[src/rtl/dts_reg_pkg.sv]
`default_nettype none

package dts_reg_pkg;

  localparam int REG_ADDR_W = 2;
  localparam int REG_DATA_W = 16;

  //////////////////////////////
  // Register map
  localparam logic [REG_ADDR_W-1:0] REG_ROUTE  = 2'd0;
  localparam logic [REG_ADDR_W-1:0] REG_DELAY  = 2'd1;
  localparam logic [REG_ADDR_W-1:0] REG_STATUS = 2'd2;  // Write clears overflow
  localparam logic [REG_ADDR_W-1:0] REG_SLIPS  = 2'd3;  // Write clears count

  localparam int ROUTE_SEL_W  = 2;  // Input lane select per output lane
  localparam int DELAY_W      = 3;  // Offset delay per lane, 0 to 7
  localparam int STAT_OVF_BIT = 4;
  localparam int SLIP_CNT_W   = 16;

  localparam logic [REG_DATA_W-1:0] ROUTE_RESET = 16'h00E4;  // Identity
  localparam logic [REG_DATA_W-1:0] DELAY_RESET = 16'h0000;

endpackage

`default_nettype wire

[src/rtl/dts_cfg_pkg.sv]
`default_nettype none

package dts_cfg_pkg;

  //////////////////////////////
  // Lane word format
  localparam int DEF_NUM_LANES = 4;
  localparam int PAYLOAD_W     = 16;
  localparam int MARK_W        = 4;
  localparam int LANE_WORD_W   = MARK_W + PAYLOAD_W;  // Marker nibble on top

  localparam logic [MARK_W-1:0] MARK_NORMAL = 4'hA;
  localparam logic [MARK_W-1:0] MARK_SECOND = 4'hB;  // Aligned word with second tick

  //////////////////////////////
  // Alignment tracking
  localparam int LOCK_GOOD = 4;  // Good markers in a row to lock
  localparam int LOCK_BAD  = 2;  // Bad markers in a row to drop lock
  localparam int HOLDOFF   = 8;  // Cycles ignored after a slip

  // One lane's frame after deformatting
  typedef struct packed {
    logic [PAYLOAD_W-1:0] payload;
    logic                 sec;
  } lane_frame_t;

endpackage

`default_nettype wire
[src/rtl/dts_frame_if.sv]
`default_nettype none
`timescale 1ns/1ns

// One lane's frame between pipeline stages
interface dts_frame_if import dts_cfg_pkg::*; ();

  logic        valid;   // Frame holds a good aligned word
  lane_frame_t frame;
  logic        locked;
  logic        slip;    // One-cycle gearbox slip request

  modport deformatter (output valid, output frame, output locked, output slip);

  modport route (input valid, input frame, input locked);

  modport regs (input locked, input slip);

endinterface

`default_nettype wire

[src/rtl/dts_rx_top.sv]
`default_nettype none
`timescale 1ns/1ns

module dts_rx_top import dts_cfg_pkg::*, dts_reg_pkg::*; #(
  parameter int NUM_LANES   = DEF_NUM_LANES,
  parameter int CREDITS     = 4,
  parameter int QUEUE_DEPTH = 4
) (
  input  wire                             gt_clkout,
  input  wire                             rst_n_i,
  input  wire [NUM_LANES*LANE_WORD_W-1:0] lane_words_i,
  input  wire                             credit_i,
  input  wire [REG_ADDR_W-1:0]            reg_addr_i,
  input  wire [REG_DATA_W-1:0]            reg_wdata_i,
  input  wire                             reg_we_i,
  output wire [NUM_LANES-1:0]             slip_o,    // Gearbox slip per lane
  output wire [NUM_LANES-1:0]             locked_o,
  output wire [REG_DATA_W-1:0]            reg_rdata_o,
  output wire                             out_valid_o,
  output wire [NUM_LANES*PAYLOAD_W-1:0]   out_data_o,
  output wire [NUM_LANES-1:0]             out_sec_o
);

  wire [NUM_LANES*ROUTE_SEL_W-1:0] route_sel;
  wire [NUM_LANES*DELAY_W-1:0]     lane_delay;
  wire                             overflow;

  dts_frame_if def_fr [NUM_LANES] ();  // Deformatter outputs
  dts_frame_if rt_fr  [NUM_LANES] ();  // Routed and offset lanes

  //////////////////////////////
  // Per-lane deformatters
  for (genvar i = 0; i < NUM_LANES; i++) begin : g_lane
    dts_deformatter i_deformatter (
      .gt_clkout   (gt_clkout),
      .rst_n_i     (rst_n_i),
      .lane_word_i (lane_words_i[i*LANE_WORD_W +: LANE_WORD_W]),
      .fr_o        (def_fr[i])
    );
    assign slip_o[i]   = def_fr[i].slip;
    assign locked_o[i] = def_fr[i].locked;
  end

  dts_regs #(.NUM_LANES(NUM_LANES)) i_regs (
    .gt_clkout (gt_clkout), .rst_n_i (rst_n_i),
    .reg_addr_i (reg_addr_i), .reg_wdata_i (reg_wdata_i), .reg_we_i (reg_we_i),
    .reg_rdata_o (reg_rdata_o), .lanes_i (def_fr), .overflow_i (overflow),
    .route_sel_o (route_sel), .lane_delay_o (lane_delay)
  );

  dts_lane_route #(.NUM_LANES(NUM_LANES)) i_lane_route (
    .gt_clkout (gt_clkout), .rst_n_i (rst_n_i), .in_i (def_fr),
    .route_sel_i (route_sel), .lane_delay_i (lane_delay), .out_o (rt_fr)
  );

  dts_credit_tx #(
    .NUM_LANES (NUM_LANES), .CREDITS (CREDITS), .QUEUE_DEPTH (QUEUE_DEPTH)
  ) i_credit_tx (
    .gt_clkout (gt_clkout), .rst_n_i (rst_n_i), .lanes_i (rt_fr), .credit_i (credit_i),
    .out_valid_o (out_valid_o), .out_data_o (out_data_o), .out_sec_o (out_sec_o),
    .overflow_o (overflow)
  );

endmodule

`default_nettype wire

[src/rtl/dts_credit_tx.sv]
`default_nettype none
`timescale 1ns/1ns

module dts_credit_tx import dts_cfg_pkg::*; #(
  parameter int NUM_LANES   = DEF_NUM_LANES,
  parameter int CREDITS     = 4,
  parameter int QUEUE_DEPTH = 4
) (
  input  wire                            gt_clkout,
  input  wire                            rst_n_i,
  dts_frame_if.route                     lanes_i [NUM_LANES],
  input  wire                            credit_i,
  output logic                           out_valid_o,
  output logic [NUM_LANES*PAYLOAD_W-1:0] out_data_o,
  output logic [NUM_LANES-1:0]           out_sec_o,
  output logic                           overflow_o
);

  localparam int WORD_W = NUM_LANES * PAYLOAD_W;
  localparam int PTR_W  = (QUEUE_DEPTH > 1) ? $clog2(QUEUE_DEPTH) : 1;
  localparam int CNT_W  = $clog2(QUEUE_DEPTH + 1);
  localparam int CRED_W = $clog2(CREDITS + 1);

  logic [NUM_LANES-1:0] lane_valid;
  logic [WORD_W-1:0]    join_data;
  logic [NUM_LANES-1:0] join_sec;
  logic [WORD_W-1:0]    q_data [QUEUE_DEPTH];
  logic [NUM_LANES-1:0] q_sec  [QUEUE_DEPTH];
  logic [PTR_W-1:0]     wr_ptr;
  logic [PTR_W-1:0]     rd_ptr;
  logic [CNT_W-1:0]     q_cnt;
  logic [CRED_W-1:0]    credit_cnt;
  logic                 join_vld;
  logic                 send;
  logic                 push;

  function automatic logic [PTR_W-1:0] ptr_inc(input logic [PTR_W-1:0] p);
    return (p == PTR_W'(QUEUE_DEPTH - 1)) ? '0 : p + 1'b1;
  endfunction

  for (genvar i = 0; i < NUM_LANES; i++) begin : g_join
    assign lane_valid[i]                      = lanes_i[i].valid;
    assign join_data[i*PAYLOAD_W +: PAYLOAD_W] = lanes_i[i].frame.payload;
    assign join_sec[i]                        = lanes_i[i].frame.sec;
  end

  assign join_vld = &lane_valid;
  assign send     = (q_cnt != '0) && (credit_cnt != '0);
  assign push     = join_vld && ((q_cnt != CNT_W'(QUEUE_DEPTH)) || send);  // Full unless popping

  always_ff @(posedge gt_clkout or negedge rst_n_i) begin
    if (!rst_n_i) begin
      wr_ptr      <= '0;
      rd_ptr      <= '0;
      q_cnt       <= '0;
      credit_cnt  <= CRED_W'(CREDITS);
      out_valid_o <= 1'b0;
      overflow_o  <= 1'b0;
    end else begin
      out_valid_o <= send;
      overflow_o  <= join_vld && !push;  // Word dropped
      if (push) wr_ptr <= ptr_inc(wr_ptr);
      if (send) rd_ptr <= ptr_inc(rd_ptr);
      q_cnt <= q_cnt + CNT_W'(push) - CNT_W'(send);
      case ({send, credit_i})
        2'b10:   credit_cnt <= credit_cnt - 1'b1;
        2'b01:   credit_cnt <= credit_cnt + 1'b1;
        default: ;  // Send and return cancel
      endcase
    end
  end

  always_ff @(posedge gt_clkout) begin
    if (push) begin
      q_data[wr_ptr] <= join_data;
      q_sec[wr_ptr]  <= join_sec;
    end
    if (send) begin
      out_data_o <= q_data[rd_ptr];
      out_sec_o  <= q_sec[rd_ptr];
    end
  end

endmodule

`default_nettype wire

[src/rtl/dts_lane_route.sv]
`default_nettype none
`timescale 1ns/1ns

module dts_lane_route import dts_cfg_pkg::*, dts_reg_pkg::*; #(
  parameter int NUM_LANES = DEF_NUM_LANES
) (
  input  wire                             gt_clkout,
  input  wire                             rst_n_i,
  dts_frame_if.route                      in_i [NUM_LANES],
  input  wire [NUM_LANES*ROUTE_SEL_W-1:0] route_sel_i,
  input  wire [NUM_LANES*DELAY_W-1:0]     lane_delay_i,
  dts_frame_if.deformatter                out_o [NUM_LANES]
);

  localparam int LINE_LEN = 1 << DELAY_W;  // Stage 0 is the crossbar register

  logic        in_valid  [NUM_LANES];
  lane_frame_t in_frame  [NUM_LANES];
  logic        v_line    [NUM_LANES][LINE_LEN];
  lane_frame_t f_line    [NUM_LANES][LINE_LEN];

  for (genvar i = 0; i < NUM_LANES; i++) begin : g_in
    assign in_valid[i]  = in_i[i].valid;
    assign in_frame[i]  = in_i[i].frame;
  end

  //////////////////////////////
  // Crossbar and offset lines
  always_ff @(posedge gt_clkout or negedge rst_n_i) begin
    if (!rst_n_i) begin
      for (int j = 0; j < NUM_LANES; j++) begin
        for (int s = 0; s < LINE_LEN; s++) v_line[j][s] <= 1'b0;
      end
    end else begin
      for (int j = 0; j < NUM_LANES; j++) begin
        v_line[j][0] <= in_valid[route_sel_i[j*ROUTE_SEL_W +: ROUTE_SEL_W]];
        for (int s = 1; s < LINE_LEN; s++) v_line[j][s] <= v_line[j][s-1];
      end
    end
  end

  always_ff @(posedge gt_clkout) begin
    for (int j = 0; j < NUM_LANES; j++) begin
      f_line[j][0] <= in_frame[route_sel_i[j*ROUTE_SEL_W +: ROUTE_SEL_W]];
      for (int s = 1; s < LINE_LEN; s++) f_line[j][s] <= f_line[j][s-1];
    end
  end

  for (genvar j = 0; j < NUM_LANES; j++) begin : g_out
    logic [DELAY_W-1:0] tap;
    assign tap             = lane_delay_i[j*DELAY_W +: DELAY_W];
    assign out_o[j].valid  = v_line[j][tap];
    assign out_o[j].frame  = f_line[j][tap];
    assign out_o[j].locked = 1'b0;  // Lock stays with the deformatter
    assign out_o[j].slip   = 1'b0;  // Slips stop at the deformatter
  end

endmodule

`default_nettype wire

[src/rtl/dts_regs.sv]
`default_nettype none
`timescale 1ns/1ns

module dts_regs import dts_cfg_pkg::*, dts_reg_pkg::*; #(
  parameter int NUM_LANES = DEF_NUM_LANES
) (
  input  wire                              gt_clkout,
  input  wire                              rst_n_i,
  input  wire  [REG_ADDR_W-1:0]            reg_addr_i,
  input  wire  [REG_DATA_W-1:0]            reg_wdata_i,
  input  wire                              reg_we_i,
  output logic [REG_DATA_W-1:0]            reg_rdata_o,
  dts_frame_if.regs                        lanes_i [NUM_LANES],
  input  wire                              overflow_i,
  output logic [NUM_LANES*ROUTE_SEL_W-1:0] route_sel_o,
  output logic [NUM_LANES*DELAY_W-1:0]     lane_delay_o
);

  localparam int ROUTE_W = NUM_LANES * ROUTE_SEL_W;
  localparam int DLY_W   = NUM_LANES * DELAY_W;

  logic [NUM_LANES-1:0]  lock_vec;
  logic [NUM_LANES-1:0]  slip_vec;
  logic [ROUTE_W-1:0]    route_q;
  logic [DLY_W-1:0]      delay_q;
  logic [SLIP_CNT_W-1:0] slip_cnt;
  logic [SLIP_CNT_W:0]   slip_sum;  // One extra bit to catch wrap
  logic                  ovf_q;
  logic [REG_DATA_W-1:0] status;

  for (genvar i = 0; i < NUM_LANES; i++) begin : g_lane
    assign lock_vec[i] = lanes_i[i].locked;
    assign slip_vec[i] = lanes_i[i].slip;
  end

  assign slip_sum = {1'b0, slip_cnt} + (SLIP_CNT_W + 1)'($countones(slip_vec));

  always_comb begin
    status                  = '0;
    status[NUM_LANES-1:0]   = lock_vec;
    status[STAT_OVF_BIT]    = ovf_q;
  end

  always_ff @(posedge gt_clkout or negedge rst_n_i) begin
    if (!rst_n_i) begin
      route_q     <= ROUTE_RESET[ROUTE_W-1:0];
      delay_q     <= DELAY_RESET[DLY_W-1:0];
      slip_cnt    <= '0;
      ovf_q       <= 1'b0;
      reg_rdata_o <= '0;
    end else begin
      if (reg_we_i && reg_addr_i == REG_ROUTE) route_q <= reg_wdata_i[ROUTE_W-1:0];
      if (reg_we_i && reg_addr_i == REG_DELAY) delay_q <= reg_wdata_i[DLY_W-1:0];
      if (reg_we_i && reg_addr_i == REG_SLIPS) slip_cnt <= '0;
      else if (slip_sum[SLIP_CNT_W])           slip_cnt <= '1;  // Saturate
      else                                     slip_cnt <= slip_sum[SLIP_CNT_W-1:0];
      if (overflow_i)                               ovf_q <= 1'b1;
      else if (reg_we_i && reg_addr_i == REG_STATUS) ovf_q <= 1'b0;
      case (reg_addr_i)
        REG_ROUTE:  reg_rdata_o <= REG_DATA_W'(route_q);
        REG_DELAY:  reg_rdata_o <= REG_DATA_W'(delay_q);
        REG_STATUS: reg_rdata_o <= status;
        default:    reg_rdata_o <= slip_cnt;
      endcase
    end
  end

  assign route_sel_o  = route_q;
  assign lane_delay_o = delay_q;

endmodule

`default_nettype wire

[src/rtl/dts_deformatter.sv]
`default_nettype none
`timescale 1ns/1ns

module dts_deformatter import dts_cfg_pkg::*; (
  input  wire                   gt_clkout,
  input  wire                   rst_n_i,
  input  wire [LANE_WORD_W-1:0] lane_word_i,
  dts_frame_if.deformatter      fr_o
);

  localparam int GOOD_W = $clog2(LOCK_GOOD);
  localparam int BAD_W  = $clog2(LOCK_BAD);
  localparam int HOLD_W = $clog2(HOLDOFF + 1);

  logic [MARK_W-1:0] marker;
  logic              mark_good;
  logic [GOOD_W-1:0] good_cnt;
  logic [BAD_W-1:0]  bad_cnt;
  logic [HOLD_W-1:0] hold_cnt;
  logic              locked_q;
  logic              slip_q;
  logic              valid_q;
  lane_frame_t       frame_q;

  assign marker    = lane_word_i[LANE_WORD_W-1 -: MARK_W];
  assign mark_good = (marker == MARK_NORMAL) || (marker == MARK_SECOND);

  //////////////////////////////
  // Lock acquire and slip
  always_ff @(posedge gt_clkout or negedge rst_n_i) begin
    if (!rst_n_i) begin
      good_cnt <= '0;
      bad_cnt  <= '0;
      hold_cnt <= '0;
      locked_q <= 1'b0;
      slip_q   <= 1'b0;
    end else begin
      slip_q <= 1'b0;
      if (hold_cnt != '0) begin
        hold_cnt <= hold_cnt - 1'b1;  // Gearbox still settling
        good_cnt <= '0;
      end else if (!locked_q) begin
        if (mark_good) begin
          if (good_cnt == GOOD_W'(LOCK_GOOD - 1)) begin
            locked_q <= 1'b1;
            good_cnt <= '0;
          end else begin
            good_cnt <= good_cnt + 1'b1;
          end
        end else begin
          good_cnt <= '0;
          slip_q   <= 1'b1;
          hold_cnt <= HOLD_W'(HOLDOFF);
        end
      end else if (mark_good) begin
        bad_cnt <= '0;
      end else if (bad_cnt == BAD_W'(LOCK_BAD - 1)) begin
        locked_q <= 1'b0;  // Lost alignment
        bad_cnt  <= '0;
      end else begin
        bad_cnt <= bad_cnt + 1'b1;
      end
    end
  end

  always_ff @(posedge gt_clkout or negedge rst_n_i) begin
    if (!rst_n_i) begin
      valid_q <= 1'b0;
    end else begin
      valid_q <= locked_q && mark_good;
    end
  end

  always_ff @(posedge gt_clkout) begin
    frame_q.payload <= lane_word_i[PAYLOAD_W-1:0];
    frame_q.sec     <= (marker == MARK_SECOND);
  end

  assign fr_o.valid  = valid_q;
  assign fr_o.frame  = frame_q;
  assign fr_o.locked = locked_q;
  assign fr_o.slip   = slip_q;

endmodule

`default_nettype wire

[config.mk]
export PLATFORM = sky130hd
export DESIGN_NAME = dts_rx_top
export DESIGN_NICKNAME = d
export VERILOG_FILES = /design/src/rtl/dts_reg_pkg.sv /design/src/rtl/dts_cfg_pkg.sv /design/src/rtl/dts_frame_if.sv /design/src/rtl/dts_rx_top.sv /design/src/rtl/dts_credit_tx.sv /design/src/rtl/dts_lane_route.sv /design/src/rtl/dts_regs.sv /design/src/rtl/dts_deformatter.sv
export SDC_FILE = /design/constraint.sdc
export NUM_CORES = 1
export LEC_CHECK = 0
export BUFFER_PORTS_ARGS = -buffer_cell sky130_fd_sc_hd__buf_2
export CAP_MARGIN = 20
export CORE_MARGIN = 3
export CORE_UTILIZATION = 42
export CTS_CLUSTER_DIAMETER = 80
export DETAILED_ROUTE_END_ITERATION = 7
export GPL_TIMING_DRIVEN = 0
export SLEW_MARGIN = 40
export SYNTH_ARGS = -nofsm -noshare
export SYNTH_HDL_FRONTEND = slang
export SYNTH_SLANG_ARGS = --single-unit
[constraint.sdc]
create_clock -name gt_clkout -period 6 [get_ports gt_clkout]
set_input_delay 1.2 -clock gt_clkout [delete_from_list [all_inputs] [get_ports gt_clkout]]
set_output_delay 1.2 -clock gt_clkout [all_outputs]
set_load 0.03 [all_outputs]
# [After elaboration in Yosys (flattened, before gate mapping)]
# Memories as Yosys holds them, arrays and structs flattened. A register that Yosys moved wholly into a read port is not among the register bits.
# Cells that the tools add are included.
[word_totals] regBits=205 latch_bits=0 ram_bits=816 rom_bits=0 in_bits=102 elab_cells=309 n_memories=3
[mem_list] memory="i_lane_route.f_line" depth=4 word_bits=136 read_ports=4 rd_ports_with_merged_regs=0 wr=4 line="dts_lane_route.sv:20" source="lane_frame_t f_line [NUM_LANES][LINE_LEN];"
[mem_list] memory="i_credit_tx.q_data" depth=4 word_bits=64 read_ports=1 rd_ports_with_merged_regs=1 wr=1 line="dts_credit_tx.sv:27" source="logic [WORD_W-1:0] q_data [QUEUE_DEPTH];"
[mem_list] memory="i_credit_tx.q_sec" depth=4 word_bits=4 read_ports=1 rd_ports_with_merged_regs=1 wr=1 line="dts_credit_tx.sv:28" source="logic [NUM_LANES-1:0] q_sec [QUEUE_DEPTH];"
[classes] addsub=22 n_mul=0 div_mod_pow=0 magnitude_cmp=8 n_eq_ne=28 shifts=0 muxes=126 n_bitwise=12 n_reduce_logical=35
[ops] op="17-bit two-way mux" count=16
[ops] op="17-bit binary-select mux with 3-bit select" count=4
[ops] op="17-bit binary-select mux with 2-bit select" count=4
[ops] op="1-bit two-way mux" count=60
[ops] op="4-bit two-way mux" count=12
[ops] op="16-bit case mux with 3 select lines" count=1
[ops] op="2-bit two-way mux" count=18
[ops] op="4-bit equality test (second input constant)" count=8
[ops] op="16-bit two-way mux" count=2
[ops] op="2-bit equality test (second input constant)" count=9
[ops] op="16-bit by 17-bit adder with 17-bit output" count=1
[ops] op="17-bit adder" count=1
[ops] op="4-bit >= comparator (second input constant)" count=4
[ops] op="2-bit inequality test (second input constant)" count=8
[ops] op="3-bit NOT with 4-bit output" count=4
[ops] op="2-bit AND reduction" count=8
[ops] op="4-bit nonzero test" count=4
[ops] op="4-bit by 1-bit subtractor with 4-bit output (second input constant)" count=4
[ops] op="2-bit by 1-bit adder with 2-bit output (second input constant)" count=6
[ops] op="1-bit binary-select mux with 3-bit select" count=4
[ops] op="3-bit >= comparator (second input constant)" count=4
[ops] op="2-bit NOT with 3-bit output" count=4
[ops] op="1-bit logical AND" count=11
[ops] op="1-bit binary-select mux with 2-bit select" count=4
[ops] op="other kinds (16)" count=30

# [Longest topological paths before layout]
# Gate-level depths: netlist (run 1).
[logic_depth] word_depth=8 mapped_depth=11 mapped_depth_nobuf=11

# [By module]
# Synthesis (run 1) repeated with hierarchy kept, for this count alone.
[hier_totals] hier_cells=1834 hier_area_um2=36580.1
[modules_own_cells] mod="dts_lane_route" n_inst=1 cells_per_inst=929 area_each_um2=18342.6
[modules_own_cells] mod="dts_credit_tx" n_inst=1 cells_per_inst=479 area_each_um2=12598.3
[modules_own_cells] mod="dts_deformatter" n_inst=4 cells_per_inst=59 area_each_um2=794.5
[modules_own_cells] mod="dts_regs" n_inst=1 cells_per_inst=182 area_each_um2=2401.1
[modules_own_cells] mod="dts_rx_top" n_inst=1 cells_per_inst=8 area_each_um2=60.1

# [Worst setup path before layout (run 1)]
# No wires, ideal clock.
[synth_path] path_type="register to register" startpoint="register i_credit_tx.credit_cnt[2]" endpoint="register i_credit_tx.q_cnt[2]" setup_ns=0.123 arrival_time_ns=4.988 t_required_ns=5.877 setup_slack_ns=0.889 stages_incl_launch_ff=9 path_cell_list="dfstp_2 nor3_1 nor2_1 ha_1 inv_1 ha_1 fa_1 xor2_1 xnor2_1"
[synth_via] elab_chain_cells=6
[synth_lines] item="start: declaration" line="dts_credit_tx.sv:32" source="logic [CRED_W-1:0] credit_cnt;"
[synth_lines] item="start signal: assignment" line="dts_credit_tx.sv:56" source="credit_cnt <= CRED_W'(CREDITS);"
[synth_lines] item="start signal: assignment" line="dts_credit_tx.sv:66" source="2'b10: credit_cnt <= credit_cnt - 1'b1;"
[synth_lines] item="start signal: assignment" line="dts_credit_tx.sv:67" source="2'b01: credit_cnt <= credit_cnt + 1'b1;"
[synth_lines] item="3-bit nonzero test (*)" line="dts_credit_tx.sv:48" source="assign send = (q_cnt != '0) && (credit_cnt != '0);"
[synth_lines] item="1-bit logical AND (*)" line="dts_credit_tx.sv:48"
[synth_lines] item="net i_credit_tx.send" line="dts_credit_tx.sv:34" source="logic send;"
[synth_lines] item="1-bit logical OR" line="dts_credit_tx.sv:49" source="assign push = join_vld && ((q_cnt != CNT_W'(QUEUE_DEPTH)) || send);"
[synth_lines] item="1-bit logical AND" line="dts_credit_tx.sv:49"
[synth_lines] item="3-bit by 1-bit adder with 3-bit output" line="dts_credit_tx.sv:64" source="q_cnt <= q_cnt + CNT_W'(push) - CNT_W'(send);"
[synth_lines] item="3-bit by 1-bit subtractor with 3-bit output (*)" line="dts_credit_tx.sv:64"
[synth_lines] item="end signal: assignment" line="dts_credit_tx.sv:64"
[synth_lines] item="end: declaration" line="dts_credit_tx.sv:31" source="logic [CNT_W-1:0] q_cnt;"
# Mark *: on every way through the listed nets, which the timed path passes. The rest lies on a longest branch.
# A chain may end at the register's enable or synchronous reset.

# [Worst setup path after layout (run 1)]
[layout_path] startpoint="register i_regs.delay_q[7], in the netlist i_regs.lane_delay_o[7]" endpoint="memory i_credit_tx.q_data[2][26] (netlist name) (enable)"
[layout_via] elab_chain_cells=8
[layout_lines] item="start: declaration" line="dts_regs.sv:25" source="logic [DLY_W-1:0] delay_q;"
[layout_lines] item="start signal: assignment" line="dts_regs.sv:47" source="delay_q <= DELAY_RESET[DLY_W-1:0];"
[layout_lines] item="start signal: assignment" line="dts_regs.sv:53" source="if (reg_we_i && reg_addr_i == REG_DELAY) delay_q <= reg_wdata_i[DLY_W-1:0];"
[layout_lines] item="3-bit NOT with 4-bit output (not written as such)" line="dts_lane_route.sv:52" source="assign out_o[j].valid = v_line[j][tap];"
[layout_lines] item="1-bit binary-select mux with 3-bit select" line="dts_lane_route.sv:52"
[layout_lines] item="1-bit two-way mux (not written as such) (2 in series)" line="dts_lane_route.sv:52"
[layout_lines] item="4-bit AND reduction" line="dts_credit_tx.sv:47" source="assign join_vld = &lane_valid;"
[layout_lines] item="1-bit logical AND" line="dts_credit_tx.sv:49"
[layout_lines] item="net i_credit_tx.push" line="dts_credit_tx.sv:35" source="logic push;"
[layout_lines] item="1-bit two-way mux" line="dts_credit_tx.sv:74" source="if (push) begin"
[layout_lines] item="1-bit two-way mux (not written as such)" line="dts_credit_tx.sv:75" source="q_data[wr_ptr] <= join_data;"
[layout_lines] item="end: declaration" line="dts_credit_tx.sv:27"
# The timed path passes the listed nets, and every way through them passes these cells. The select of a mux whose other input is x is not followed.

==> impl_results.md, run 1 <==
* Outcome: completed
* Weighted congestion reported at the end of routability-driven placement at 0.786
* Clock transition at the registers of the reported paths at 0.06 ns
* Horiz. Die Dim at 297 um
* Via density per instance at 5.14
* Post-CTS setup buffer count at 0
* FF-to-FF setup slack at 2.84 ns
* Yosys reg bits at 1089
* Clock latency reported for the late side of the worst-skew pair at 0.67 ns
* Worst r2r dst: i_credit_tx.q_data[2][26]
* Fraction of the cycle the final worst path needs at 52.7%
* Required time worst endpoint at 6.34 ns
* Worst setup path class: reg2reg
* Design Power at 0.0213 W
* Global-route met1 utilization at 23.7%
* Grt peak-use layer: met2
* Clock tree from TritonCTS: yes
* Final hold vios at 0
* CTS Buffer Depth at 3
* Min-Delay Startpoint: i_lane_route.f_line[2][115]
* Top_reg_cell synth: sky130_fd_sc_hd__dfxtp_1
* Routed WL per cell at 23.2 um
* Synthesized instance count at 1878
* Number of gates resized after CTS at 0
* Vias in the first global route at 19.1k
* Proportion of layout cells with a drive suffix above 1 at 35.2%
* Minimum clock period at 3.16 ns
* Worst min path class: reg2reg
* Initial antenna violation count at 17
* Utilization after layout at 50.2%
* Wire length after detailed routing at 79700 um
* CTS sink count at 1089
* Post-synth top area share at 34.4%
* # nets final at 2315
* Actual transition at the worst max-transition pin at 0.891 ns
* Data arrival time of the critical path at 3.50 ns
* Maximum clock frequency at 0.317 GHz
* H-Tree Level Count at 3
* Wire length of the first global-routing pass at 121000 um
* Number of pins exceeding their max-slew limit in the final report at 0
* Maximum number of pins on one net before global-route repair at 77
* Min Hold Slack at 0.332 ns
* Static leakage at 16.2 nW
* Slew headroom at 40.6%
* Number of hold buffers added after CTS at 0
* Die Height at 297 um
* Total standard cell area after synthesis at 35600 um2
* Top-level I/O count at 195
* Number of rows in the core area at 106
* GRT overflow at 0
* Core outline area at 83800 um2
* Clock tree root driver cell: sky130_fd_sc_hd__clkbuf_16
* Power per standard cell area at 505 nW/um2
* Cell variety after synth at 46
* Starting density of the core at 42.5%
* Syn. warnings at 0
* Hold endpoint: i_lane_route.f_line[2][98]
* Met3 track utilization from global routing at 5.01%
* Routed Antenna Nets at 0
* Hpwl dp at 56500 um
* Number of buffers created by CTS at 108
* Post-route clock skew at 0.0254 ns
* Pre-CTS WS at 2.77 ns
* Syn nets at 2001
* Routed via count at 17.6k
* Post-synthesis to final-layout area growth at 18.3%
* Path depth of the worst reg2reg path at 8
* Global routing usage on met2 at 29.6%
* Worst ir drop on vdd at 0.288 mV
* Count of port buffers added during placement at 190
* Number of optimization iterations in the first detailed-route pass at 5
* Post-synthesis area per instance at 18.9 um2
* Post-synthesis sequential area ratio at 72.8%
* Cell taking the most area after synthesis: sky130_fd_sc_hd__dfxtp_1
* Die footprint at 88300 um2
* Commonest cells after routing, fill and taps aside: sky130_fd_sc_hd__dfxtp_1, sky130_fd_sc_hd__edfxtp_1, sky130_fd_sc_hd__mux4_2, sky130_fd_sc_hd__buf_2, sky130_fd_sc_hd__dfrtp_1
* 1st-iter DRT viols at 1178
* Aggregate global-route resource usage at 18.3%
* Peak fanout along the critical path at 34
* Share of synthesized registers carrying an async set or reset at 12.6%
* Synth area leaders: sky130_fd_sc_hd__dfxtp_1, sky130_fd_sc_hd__edfxtp_1, sky130_fd_sc_hd__mux4_2
* Unrepaired setup endpoints after global routing: no
* Category of the worst setup path launch point: flop
* Number of synthesized flops with an enable pin at 340
* Crit end category: flop
* Crit path setup slack, layout at 2.84 ns
* Startpoint of the worst register-to-register path: i_regs.lane_delay_o[7]
* Final setup violation count at 0
* Most common library cell in the layout ignoring fill and taps: sky130_fd_sc_hd__dfxtp_1
* Drc violations at 0
* Number of instances on the worst hold path at 0
* Maxcap violations at 0
-- power breakdown --
part,internal [W],total (W),switching (W)
combinational,0.00190,0.00436,0.00246
clock,0.00411,0.00692,0.00280
sequential,0.00934,0.00999,0.000650
-- worst max path at each step --
stage	start	end	cells after the start
2_1_floorplan	i_credit_tx.credit_cnt[2]	i_credit_tx.q_cnt[2]	8
3_3_place_gp	i_credit_tx.credit_cnt[2]	i_credit_tx.q_cnt[2]	8
3_5_place_dp	i_regs.lane_delay_o[1]	i_credit_tx.q_data[2][12]	6
4_1_cts	i_regs.lane_delay_o[1]	i_credit_tx.q_data[3][27]	6
5_1_grt	i_regs.lane_delay_o[7]	i_credit_tx.q_data[2][4]	8
6_report	i_regs.lane_delay_o[7]	i_credit_tx.q_data[2][26]	8
-- synthesized netlist by cell type (all sizes together), types with 2 or more instances --
cell and instances:
dfxtp 612, edfxtp 340, mux4 284, dfrtp 132, nand2 80, mux2 77
buf 51, clkbuf 44, nor2 33, a21oi 27, inv 24, nor3 19
ha 16, mux2i 16, o21ai 14, and2 13, nand3 9, a21o 8
xnor2 8, nor2b 7, xor2 7, nand3b 6, a22oi 5, and3 5
dfstp 5, fa 5, nand4 5, nor4 4, or3 4, a32oi 3
nand2b 3, a211oi 2, nor4b 2
-- sequential cells by signal, summed over array words and instances (netlist names), 3 cells and up --
| register | count |
|---|---|
| g_lane.i_deformatter.fr_o.valid | 4 |
| g_lane.i_deformatter.bad_cnt | 4 |
| g_lane.i_deformatter.fr_o.slip | 4 |
| i_credit_tx.out_sec_o | 4 |
| g_lane.i_deformatter.good_cnt | 8 |
| g_lane.i_deformatter.fr_o.locked | 4 |
| i_credit_tx.q_sec | 16 |
| i_regs.lane_delay_o | 12 |
| i_credit_tx.credit_cnt | 3 |
| i_regs.reg_rdata_o | 16 |
| i_credit_tx.out_data_o | 64 |
| g_lane.i_deformatter.hold_cnt | 16 |
| i_regs.route_sel_o | 8 |
| i_credit_tx.q_cnt | 3 |
| i_lane_route.v_line | 32 |
| i_regs.slip_cnt | 16 |
| i_credit_tx.q_data | 256 |
| g_lane.i_deformatter.fr_o.frame | 68 |
| i_lane_route.f_line | 544 |
-- per-layer routing --
metal  share of wire, %  routed length [um]
met5              0.020                  16
met4                3.6                2890
met3                6.6                5300
met2                 48               38200
met1                 42               33400
-- layout make-up --
cell class | instances | area [um2]
Clock inverter | 40 | 455
Tap cell | 1134 | 1420
Timing Repair Buffer | 204 | 1230
Sequential cell | 1089 | 25900
Inverter | 25 | 93.8
Multi-Input combinational cell | 669 | 9180
Clock buffer | 166 | 3330
Buffer | 95 | 445
Fill cell | 6919 | 41700
Antenna cell | 11 | 27.5
-- stage by stage --
stage / TNS [ns] / cells / instance area [um2]
after floorplan: 0 / 1878 / 35600
final: 0 / 3433 / 42100
after global routing: 0 / 3422 / 42100
after detailed placement: 0 / 3215 / 38300
after global placement: -52.51 / 3202 / 38000
after CTS: 0 / 3421 / 42000
-- cell families (layout without fill, tap and decap cells) --
logic type,Yosys count,after routing,synth area share (%)
other cells,0,11,0
xor+xnor,15,15,0.369
flops,1089,1089,72.8
fa+ha+maj,21,21,0.844
compound gates,64,64,1.07
mux,377,377,20.9
simple gates,192,192,2.59
buf+inv,120,530,1.48
-- worst max-delay path: stages (launching register included) --
cell and delay, ns:
sky130_fd_sc_hd__dfrtp_1 0.37, sky130_fd_sc_hd__buf_2 0.28, sky130_fd_sc_hd__nor2_1 0.07, sky130_fd_sc_hd__a22oi_1 0.23, sky130_fd_sc_hd__nand4_1 0.25, sky130_fd_sc_hd__nor4b_4 0.60, sky130_fd_sc_hd__and2_4 0.45, sky130_fd_sc_hd__buf_12 0.27
sky130_fd_sc_hd__buf_12 0.24
No activity file was read; power rests on OpenSTA's default activity.
==> inputs of run 2 (changes only) <==
==> constraint.sdc (replaced) <==
create_clock -name gt_clkout -period 3.1 [get_ports gt_clkout]
set_input_delay 0.62 -clock gt_clkout [delete_from_list [all_inputs] [get_ports gt_clkout]]
set_output_delay 0.62 -clock gt_clkout [all_outputs]
set_load 0.03 [all_outputs]
==> run 2 against run 1 <==
Effect of this change: the flow now finishes with violations (antenna violations); via count decreased by 0.56%; utilization about the same; die area unchanged; combinational power increased by 97%; total power increased by 94%; routed wire length increased by 0.52%; hold slack got worse by 0.27 ns; clock skew increased by 0.0030 ns; count of clock-buffer cells in the layout decreased by 2; largest power group unchanged.
==> impl_results.md, run 2 (synthesized netlist as in run 1, its figures left out) <==
* Static leakage at 16.2 nW
* Actual transition at the worst max-transition pin at 0.910 ns
* Top-level I/O count at 195
* Min Hold Slack at 0.0615 ns
* Routed Antenna Nets at 1
* Number of buffers created by CTS at 107
* Worst ir drop on vdd at 0.514 mV
* Clock latency reported for the late side of the worst-skew pair at 0.66 ns
* Maximum number of pins on one net before global-route repair at 60
* Outcome: finished, violations left
* Drc violations at 0
* Number of optimization iterations in the first detailed-route pass at 5
* Post-route clock skew at 0.0284 ns
* Number of pins exceeding their max-slew limit in the final report at 0
* CTS sink count at 1089
* Setup TNS after final layout at 0 ns
* Max reg flops at 544
* Clock tree root driver cell: sky130_fd_sc_hd__clkbuf_16
* Final setup violation count at 0
* CTS Buffer Depth at 3
* Crit end category: flop
* H-Tree Level Count at 3
* Wire length of the first global-routing pass at 121000 um
* Weighted congestion reported at the end of routability-driven placement at 0.782
* Peak fanout along the critical path at 10
* Wire length after detailed routing at 80100 um
* Starting density of the core at 42.5%
* Slew headroom at 39.4%
* Most common library cell in the layout ignoring fill and taps: sky130_fd_sc_hd__dfxtp_1
* Multi-input logic area at 9190 um2
* Aggregate global-route resource usage at 18.3%
* Fraction of the cycle the final worst path needs at 91.7%
* Family with the most delay on the worst path: adder cells
* Finished Cell Area at 42100 um2
* Filler cell count in the final layout at 6861
* Core outline area at 83800 um2
* Horiz. Die Dim at 297 um
* Final hold vios at 0
* Most flops, register: i_lane_route.f_line
* # nets final at 2317
* Routed via count at 17.5k
* Maximum clock frequency at 0.352 GHz
* Commonest cells after routing, fill and taps aside: sky130_fd_sc_hd__dfxtp_1, sky130_fd_sc_hd__edfxtp_1, sky130_fd_sc_hd__mux4_2, sky130_fd_sc_hd__buf_2, sky130_fd_sc_hd__dfrtp_1
* Clock transition at the registers of the reported paths at 0.06 ns
* Worst min path class: in2reg
* Category of the worst setup path launch point: flop
* Count of port buffers added during placement at 190
* GRT overflow at 0
* Routed WL per cell at 23.3 um
* Worst stage delay on the critical path at 0.49 ns
* Critical path, cell by cell: ha_1 -> inv_1 -> fa_1 -> inv_1 -> ha_1 -> a21oi_1 -> nor4_2 -> nand4_1 -> buf_2 -> a21oi_1
* Minimum clock period at 2.84 ns
* Cell with the largest stage delay on the worst path: sky130_fd_sc_hd__nor4_2
* Power per standard cell area at 982 nW/um2
* Violations in the final reports: antenna violations
* Maxcap violations at 0
* Number of rows in the core area at 106
* Die Height at 297 um
* Via density per instance at 5.11
* Hpwl dp at 56100 um
* Data arrival time of the critical path at 3.41 ns
* Utilization after layout at 50.2%
* Post-CTS setup buffer count at 0
* Proportion of layout cells with a drive suffix above 1 at 35.2%
* Die footprint at 88300 um2
* Worst setup path class: reg2reg
* Unrepaired setup endpoints after global routing: no
* Post-synthesis to final-layout area growth at 18.4%
* 1st-iter DRT viols at 1261
* Clock tree from TritonCTS: yes
* Vias in the first global route at 18.8k
* Initial antenna violation count at 14
* Dpl cell area at 38300 um2
* FF/Latch Area at 25900 um2
* Count of buffering cells on the critical path with inverters included at 3
* Required time worst endpoint at 3.67 ns
run 2: timing repair:
action / CTS / global route
setup endpoints to repair: 0 / 2
hold buffers: 1 / 0
gates resized for setup: 0 / 3
hold endpoints to repair: 35 / 0
run 2: worst paths after layout:
| kind | from | to | slack [ns] | cells after the start |
|---|---|---|---|---|
| setup / recovery | g_lane[0].i_deformatter.fr_o.slip | i_regs.slip_cnt[7] | 0.26 | 10 |
| hold / removal | lane_words_i[11] | g_lane[0].i_deformatter.fr_o.frame[12] | 0.06 | 1 |
| setup reg to reg | g_lane[0].i_deformatter.fr_o.slip | i_regs.slip_cnt[7] | 0.26 | 10 |
| hold reg to reg | i_lane_route.f_line[0][57] | i_lane_route.f_line[0][40] | 0.34 | 0 |
| max in group asynchronous | rst_n_i | i_regs.route_sel_o[2] | 1.76 | 4 |
| min in group asynchronous | rst_n_i | g_lane[2].i_deformatter.hold_cnt[2] | 0.42 | 2 |
run 2: stage by stage:
step	std cells	power, W	setup WS [ns]
finish	3433	0.0414	0.258
global placement	3202	0.0279	-0.899
floorplan	1878	0.0251	0.0906
detailed placement	3216	0.0284	0.0780
CTS	3421	0.0419	0.0346
global route	3423	0.0432	0.0129
run 2: routing by layer:
metal	wire, um	global-route usage [%]
met3	4820	4.43
met4	1810	4.78
met1	34700	24.8
met5	70	0
met2	38700	29.8
run 2: final cells by class:
class,count,share of cell area [%]
flip-flops and latches,1089,61.5
well taps,1134,3.37
diodes,10,0.0594
multi-input cells,669,21.8
inverters,25,0.223
plain buffers,95,1.07
clock buffers,164,7.75
repair buffers,207,3.07
clock inverters,40,1.16
run 2: where the power goes:
group | internal [W] | leakage (nW) | switching, W
Sequential | 0.0181 | 10.1 | 0.00127
Combinational | 0.00375 | 4.23 | 0.00486
Clock | 0.00804 | 1.85 | 0.00537
Total | 0.0299 | 16.2 | 0.0115
==> inputs of run 3 (changes only) <==
--- a/config.mk
+++ b/config.mk
@@ -11,7 +11,6 @@
 export CORE_UTILIZATION = 42
 export CTS_CLUSTER_DIAMETER = 80
 export DETAILED_ROUTE_END_ITERATION = 7
-export GPL_TIMING_DRIVEN = 0
 export SLEW_MARGIN = 40
 export SYNTH_ARGS = -nofsm -noshare
 export SYNTH_HDL_FRONTEND = slang
==> run 3 against run 2 <==
Effect of this change: the run now ends clean; count of clock-buffer cells in the layout down 16; die area unchanged; setup slack better by 0.11 ns; critical path type unchanged.
==> impl_results.md, run 3 (synthesized netlist as in run 1, its figures left out) <==
* Outcome: completed
* Cell seen most often among critical-path stages: sky130_fd_sc_hd__inv_1
* Maximum number of pins on one net before global-route repair at 82
* Static leakage at 16.0 nW
* Final setup violation count at 0
* Maxcap violations at 0
* Horiz. Die Dim at 297 um
* Post-synthesis to final-layout area growth at 17.5%
* Post-route clock skew at 0.0239 ns
* Min Hold Slack at 0.0521 ns
* Wire length of the first global-routing pass at 119000 um
* P_sw at 0.0115 W
* Number of rows in the core area at 106
* Clock latency reported for the late side of the worst-skew pair at 0.67 ns
* Routed Antenna Nets at 0
* Minimum clock period at 2.73 ns
* Startpoint of the worst register-to-register path: g_lane[0].i_deformatter.fr_o.slip
* Critical path, cell by cell: ha_1 -> inv_1 -> fa_1 -> inv_1 -> ha_1 -> fa_1 -> inv_1 -> nor4_1 -> a31oi_1 -> a211oi_1
* Worst ir drop on vdd at 0.543 mV
* Initial antenna violation count at 10
* FF/Latch Area at 25900 um2
* Filler cell count in the final layout at 6937
* Sequential fraction of design power at 48.2%
* Via density per instance at 5.16
* Fraction of the cycle the final worst path needs at 88.0%
* Power per standard cell area at 980 nW/um2
* Cell with the largest stage delay on the worst path: sky130_fd_sc_hd__nor4_1
* Aggregate global-route resource usage at 17.9%
* Crit end category: flop
* Required time worst endpoint at 3.66 ns
* Actual transition at the worst max-transition pin at 0.853 ns
* CTS Buffer Depth at 3
* Setup TNS after final layout at 0 ns
* # nets final at 2253
* Number of instances on the worst hold path at 1
* Design internal power at 0.0295 W
* Design Power at 0.0410 W
* CTS sink count at 1089
* Count of port buffers added during placement at 190
* Starting density of the core at 42.5%
* Min-Delay Startpoint: lane_words_i[10]
* Most common library cell in the layout ignoring fill and taps: sky130_fd_sc_hd__dfxtp_1
* Switching fraction of total power at 28.1%
* Worst setup path class: reg2reg
* Most flops, register: i_lane_route.f_line
* Slew headroom at 43.1%
* Drc violations at 0
* Clock transition at the registers of the reported paths at 0.06 ns
* Routed WL per cell at 23.3 um
* Path depth of the worst reg2reg path at 10
* 1st-iter DRT viols at 1045
* Maximum clock frequency at 0.366 GHz
* FF-to-FF setup slack at 0.37 ns
* Worst min path class: in2reg
* Clock tree root driver cell: sky130_fd_sc_hd__clkbuf_16
* Worst r2r dst: i_regs.slip_cnt[15]
* Worst stage delay on the critical path at 0.55 ns
* Proportion of layout cells with a drive suffix above 1 at 35.3%
* Part of the power in combinational logic at 19.4%
* Top-level I/O count at 195
* Final hold vios at 0
* Routed via count at 17.3k
* GRT overflow at 0
* Part of the total power dissipated in the clock network at 32.4%
* Data arrival time of the critical path at 3.29 ns
* Unrepaired setup endpoints after global routing: no
* Clock tree from TritonCTS: yes
* Die Height at 297 um
* Wire length after detailed routing at 78200 um
* Die footprint at 88300 um2
* Number of buffers created by CTS at 106
* Multi-input logic area at 9180 um2
* Weighted congestion reported at the end of routability-driven placement at 0.771
* H-Tree Level Count at 3
* Vias in the first global route at 18.3k
* Hpwl dp at 50500 um
* Number of pins exceeding their max-slew limit in the final report at 0
* Peak fanout along the critical path at 5
* Category of the worst setup path launch point: flop
* Core outline area at 83800 um2
* Commonest cells after routing, fill and taps aside: sky130_fd_sc_hd__dfxtp_1, sky130_fd_sc_hd__edfxtp_1, sky130_fd_sc_hd__mux4_2, sky130_fd_sc_hd__buf_2, sky130_fd_sc_hd__dfrtp_1
* Number of optimization iterations in the first detailed-route pass at 7
* Hold endpoint: g_lane[0].i_deformatter.fr_o.frame[11]
* Max reg flops at 544
## run 3: cell types whose count changed in the layout (fill, tap and decap cells not counted), sizes merged
cell | previous run | this run
clkinv | 23 | 34
bufinv | 9 | 12
diode | 10 | 3
inv | 32 | 29
buf | 256 | 238
clkbuf | 209 | 148
clkinvlp | 1 | 4
## run 3: worst max path at each step
stage / slack [ns] / endpoint / depth (start not counted) / start
floorplan: 0.09 / i_credit_tx.q_cnt[2] / 8 / i_credit_tx.credit_cnt[2]
global placement: 0.37 / i_regs.slip_cnt[15] / 11 / g_lane[0].i_deformatter.fr_o.slip
detailed placement: 0.31 / i_regs.slip_cnt[2] / 9 / g_lane[0].i_deformatter.fr_o.slip
CTS: 0.28 / i_regs.slip_cnt[2] / 9 / g_lane[0].i_deformatter.fr_o.slip
global route: 0.06 / i_regs.slip_cnt[15] / 11 / g_lane[0].i_deformatter.fr_o.slip
finish: 0.37 / i_regs.slip_cnt[15] / 10 / g_lane[0].i_deformatter.fr_o.slip
## run 3: critical path: cells and delay by family (launching register included)
family | cells | cell delay [ns]
simple gates | 1 | 0.55
compound gates | 2 | 0.38
fa+ha+maj | 4 | 1.10
flops | 1 | 0.38
buf+inv | 3 | 0.22
## run 3: layer usage
metal  global-route usage [%]  vias to the layer above  routed length [um]
met5                        0                        -                  34
met4                     4.52                        6                1450
met3                     3.59                      110                4150
met2                     28.9                      423               37500
met1                     25.0                     9147               35000
li1                         -                     7650                   -
## run 3: metrics by stage
| stage | instances | utilization [%] | instance area, um2 | setup slack [ns] |
|---|---|---|---|---|
| finish | 3361 | 49.9 | 41800 | 0.371 |
| floorplan | 1878 | - | 35600 | 0.0906 |
| global route | 3358 | 49.9 | 41800 | 0.0615 |
| detailed placement | 3154 | 45.5 | 38100 | 0.308 |
| global placement | 3154 | 45.5 | 38100 | 0.367 |
| CTS | 3357 | 49.9 | 41800 | 0.280 |
## run 3: repair_timing
item | CTS | global route
hold buffers | 1 | 0
setup buffers | 0 | 1
resized for setup | 0 | 0
endpoints found under the hold margin | 12 | 0
setup endpoints to repair | 0 | 4
## run 3: power groups by stage
| stage | sequential (W) | combinational [W] | clock [W] |
|---|---|---|---|
| floorplan | 0.0202 | 0.00494 | 0 |
| global placement | 0.0199 | 0.00798 | 0 |
| detailed placement | 0.0201 | 0.00812 | 0 |
| CTS | 0.0198 | 0.00816 | 0.0136 |
| global route | 0.0201 | 0.00857 | 0.0142 |
| finish | 0.0198 | 0.00794 | 0.0133 |
## run 3: cell type report
class                   instances  share of cell area [%]
diodes                          3                  0.0179
clock buffers                 148                    7.16
clock inverters                54                    1.65
inverters                      25                   0.224
multi-input cells             669                    21.9
flip-flops and latches       1089                    62.0
well taps                    1134                    3.39
repair buffers                239                    3.63
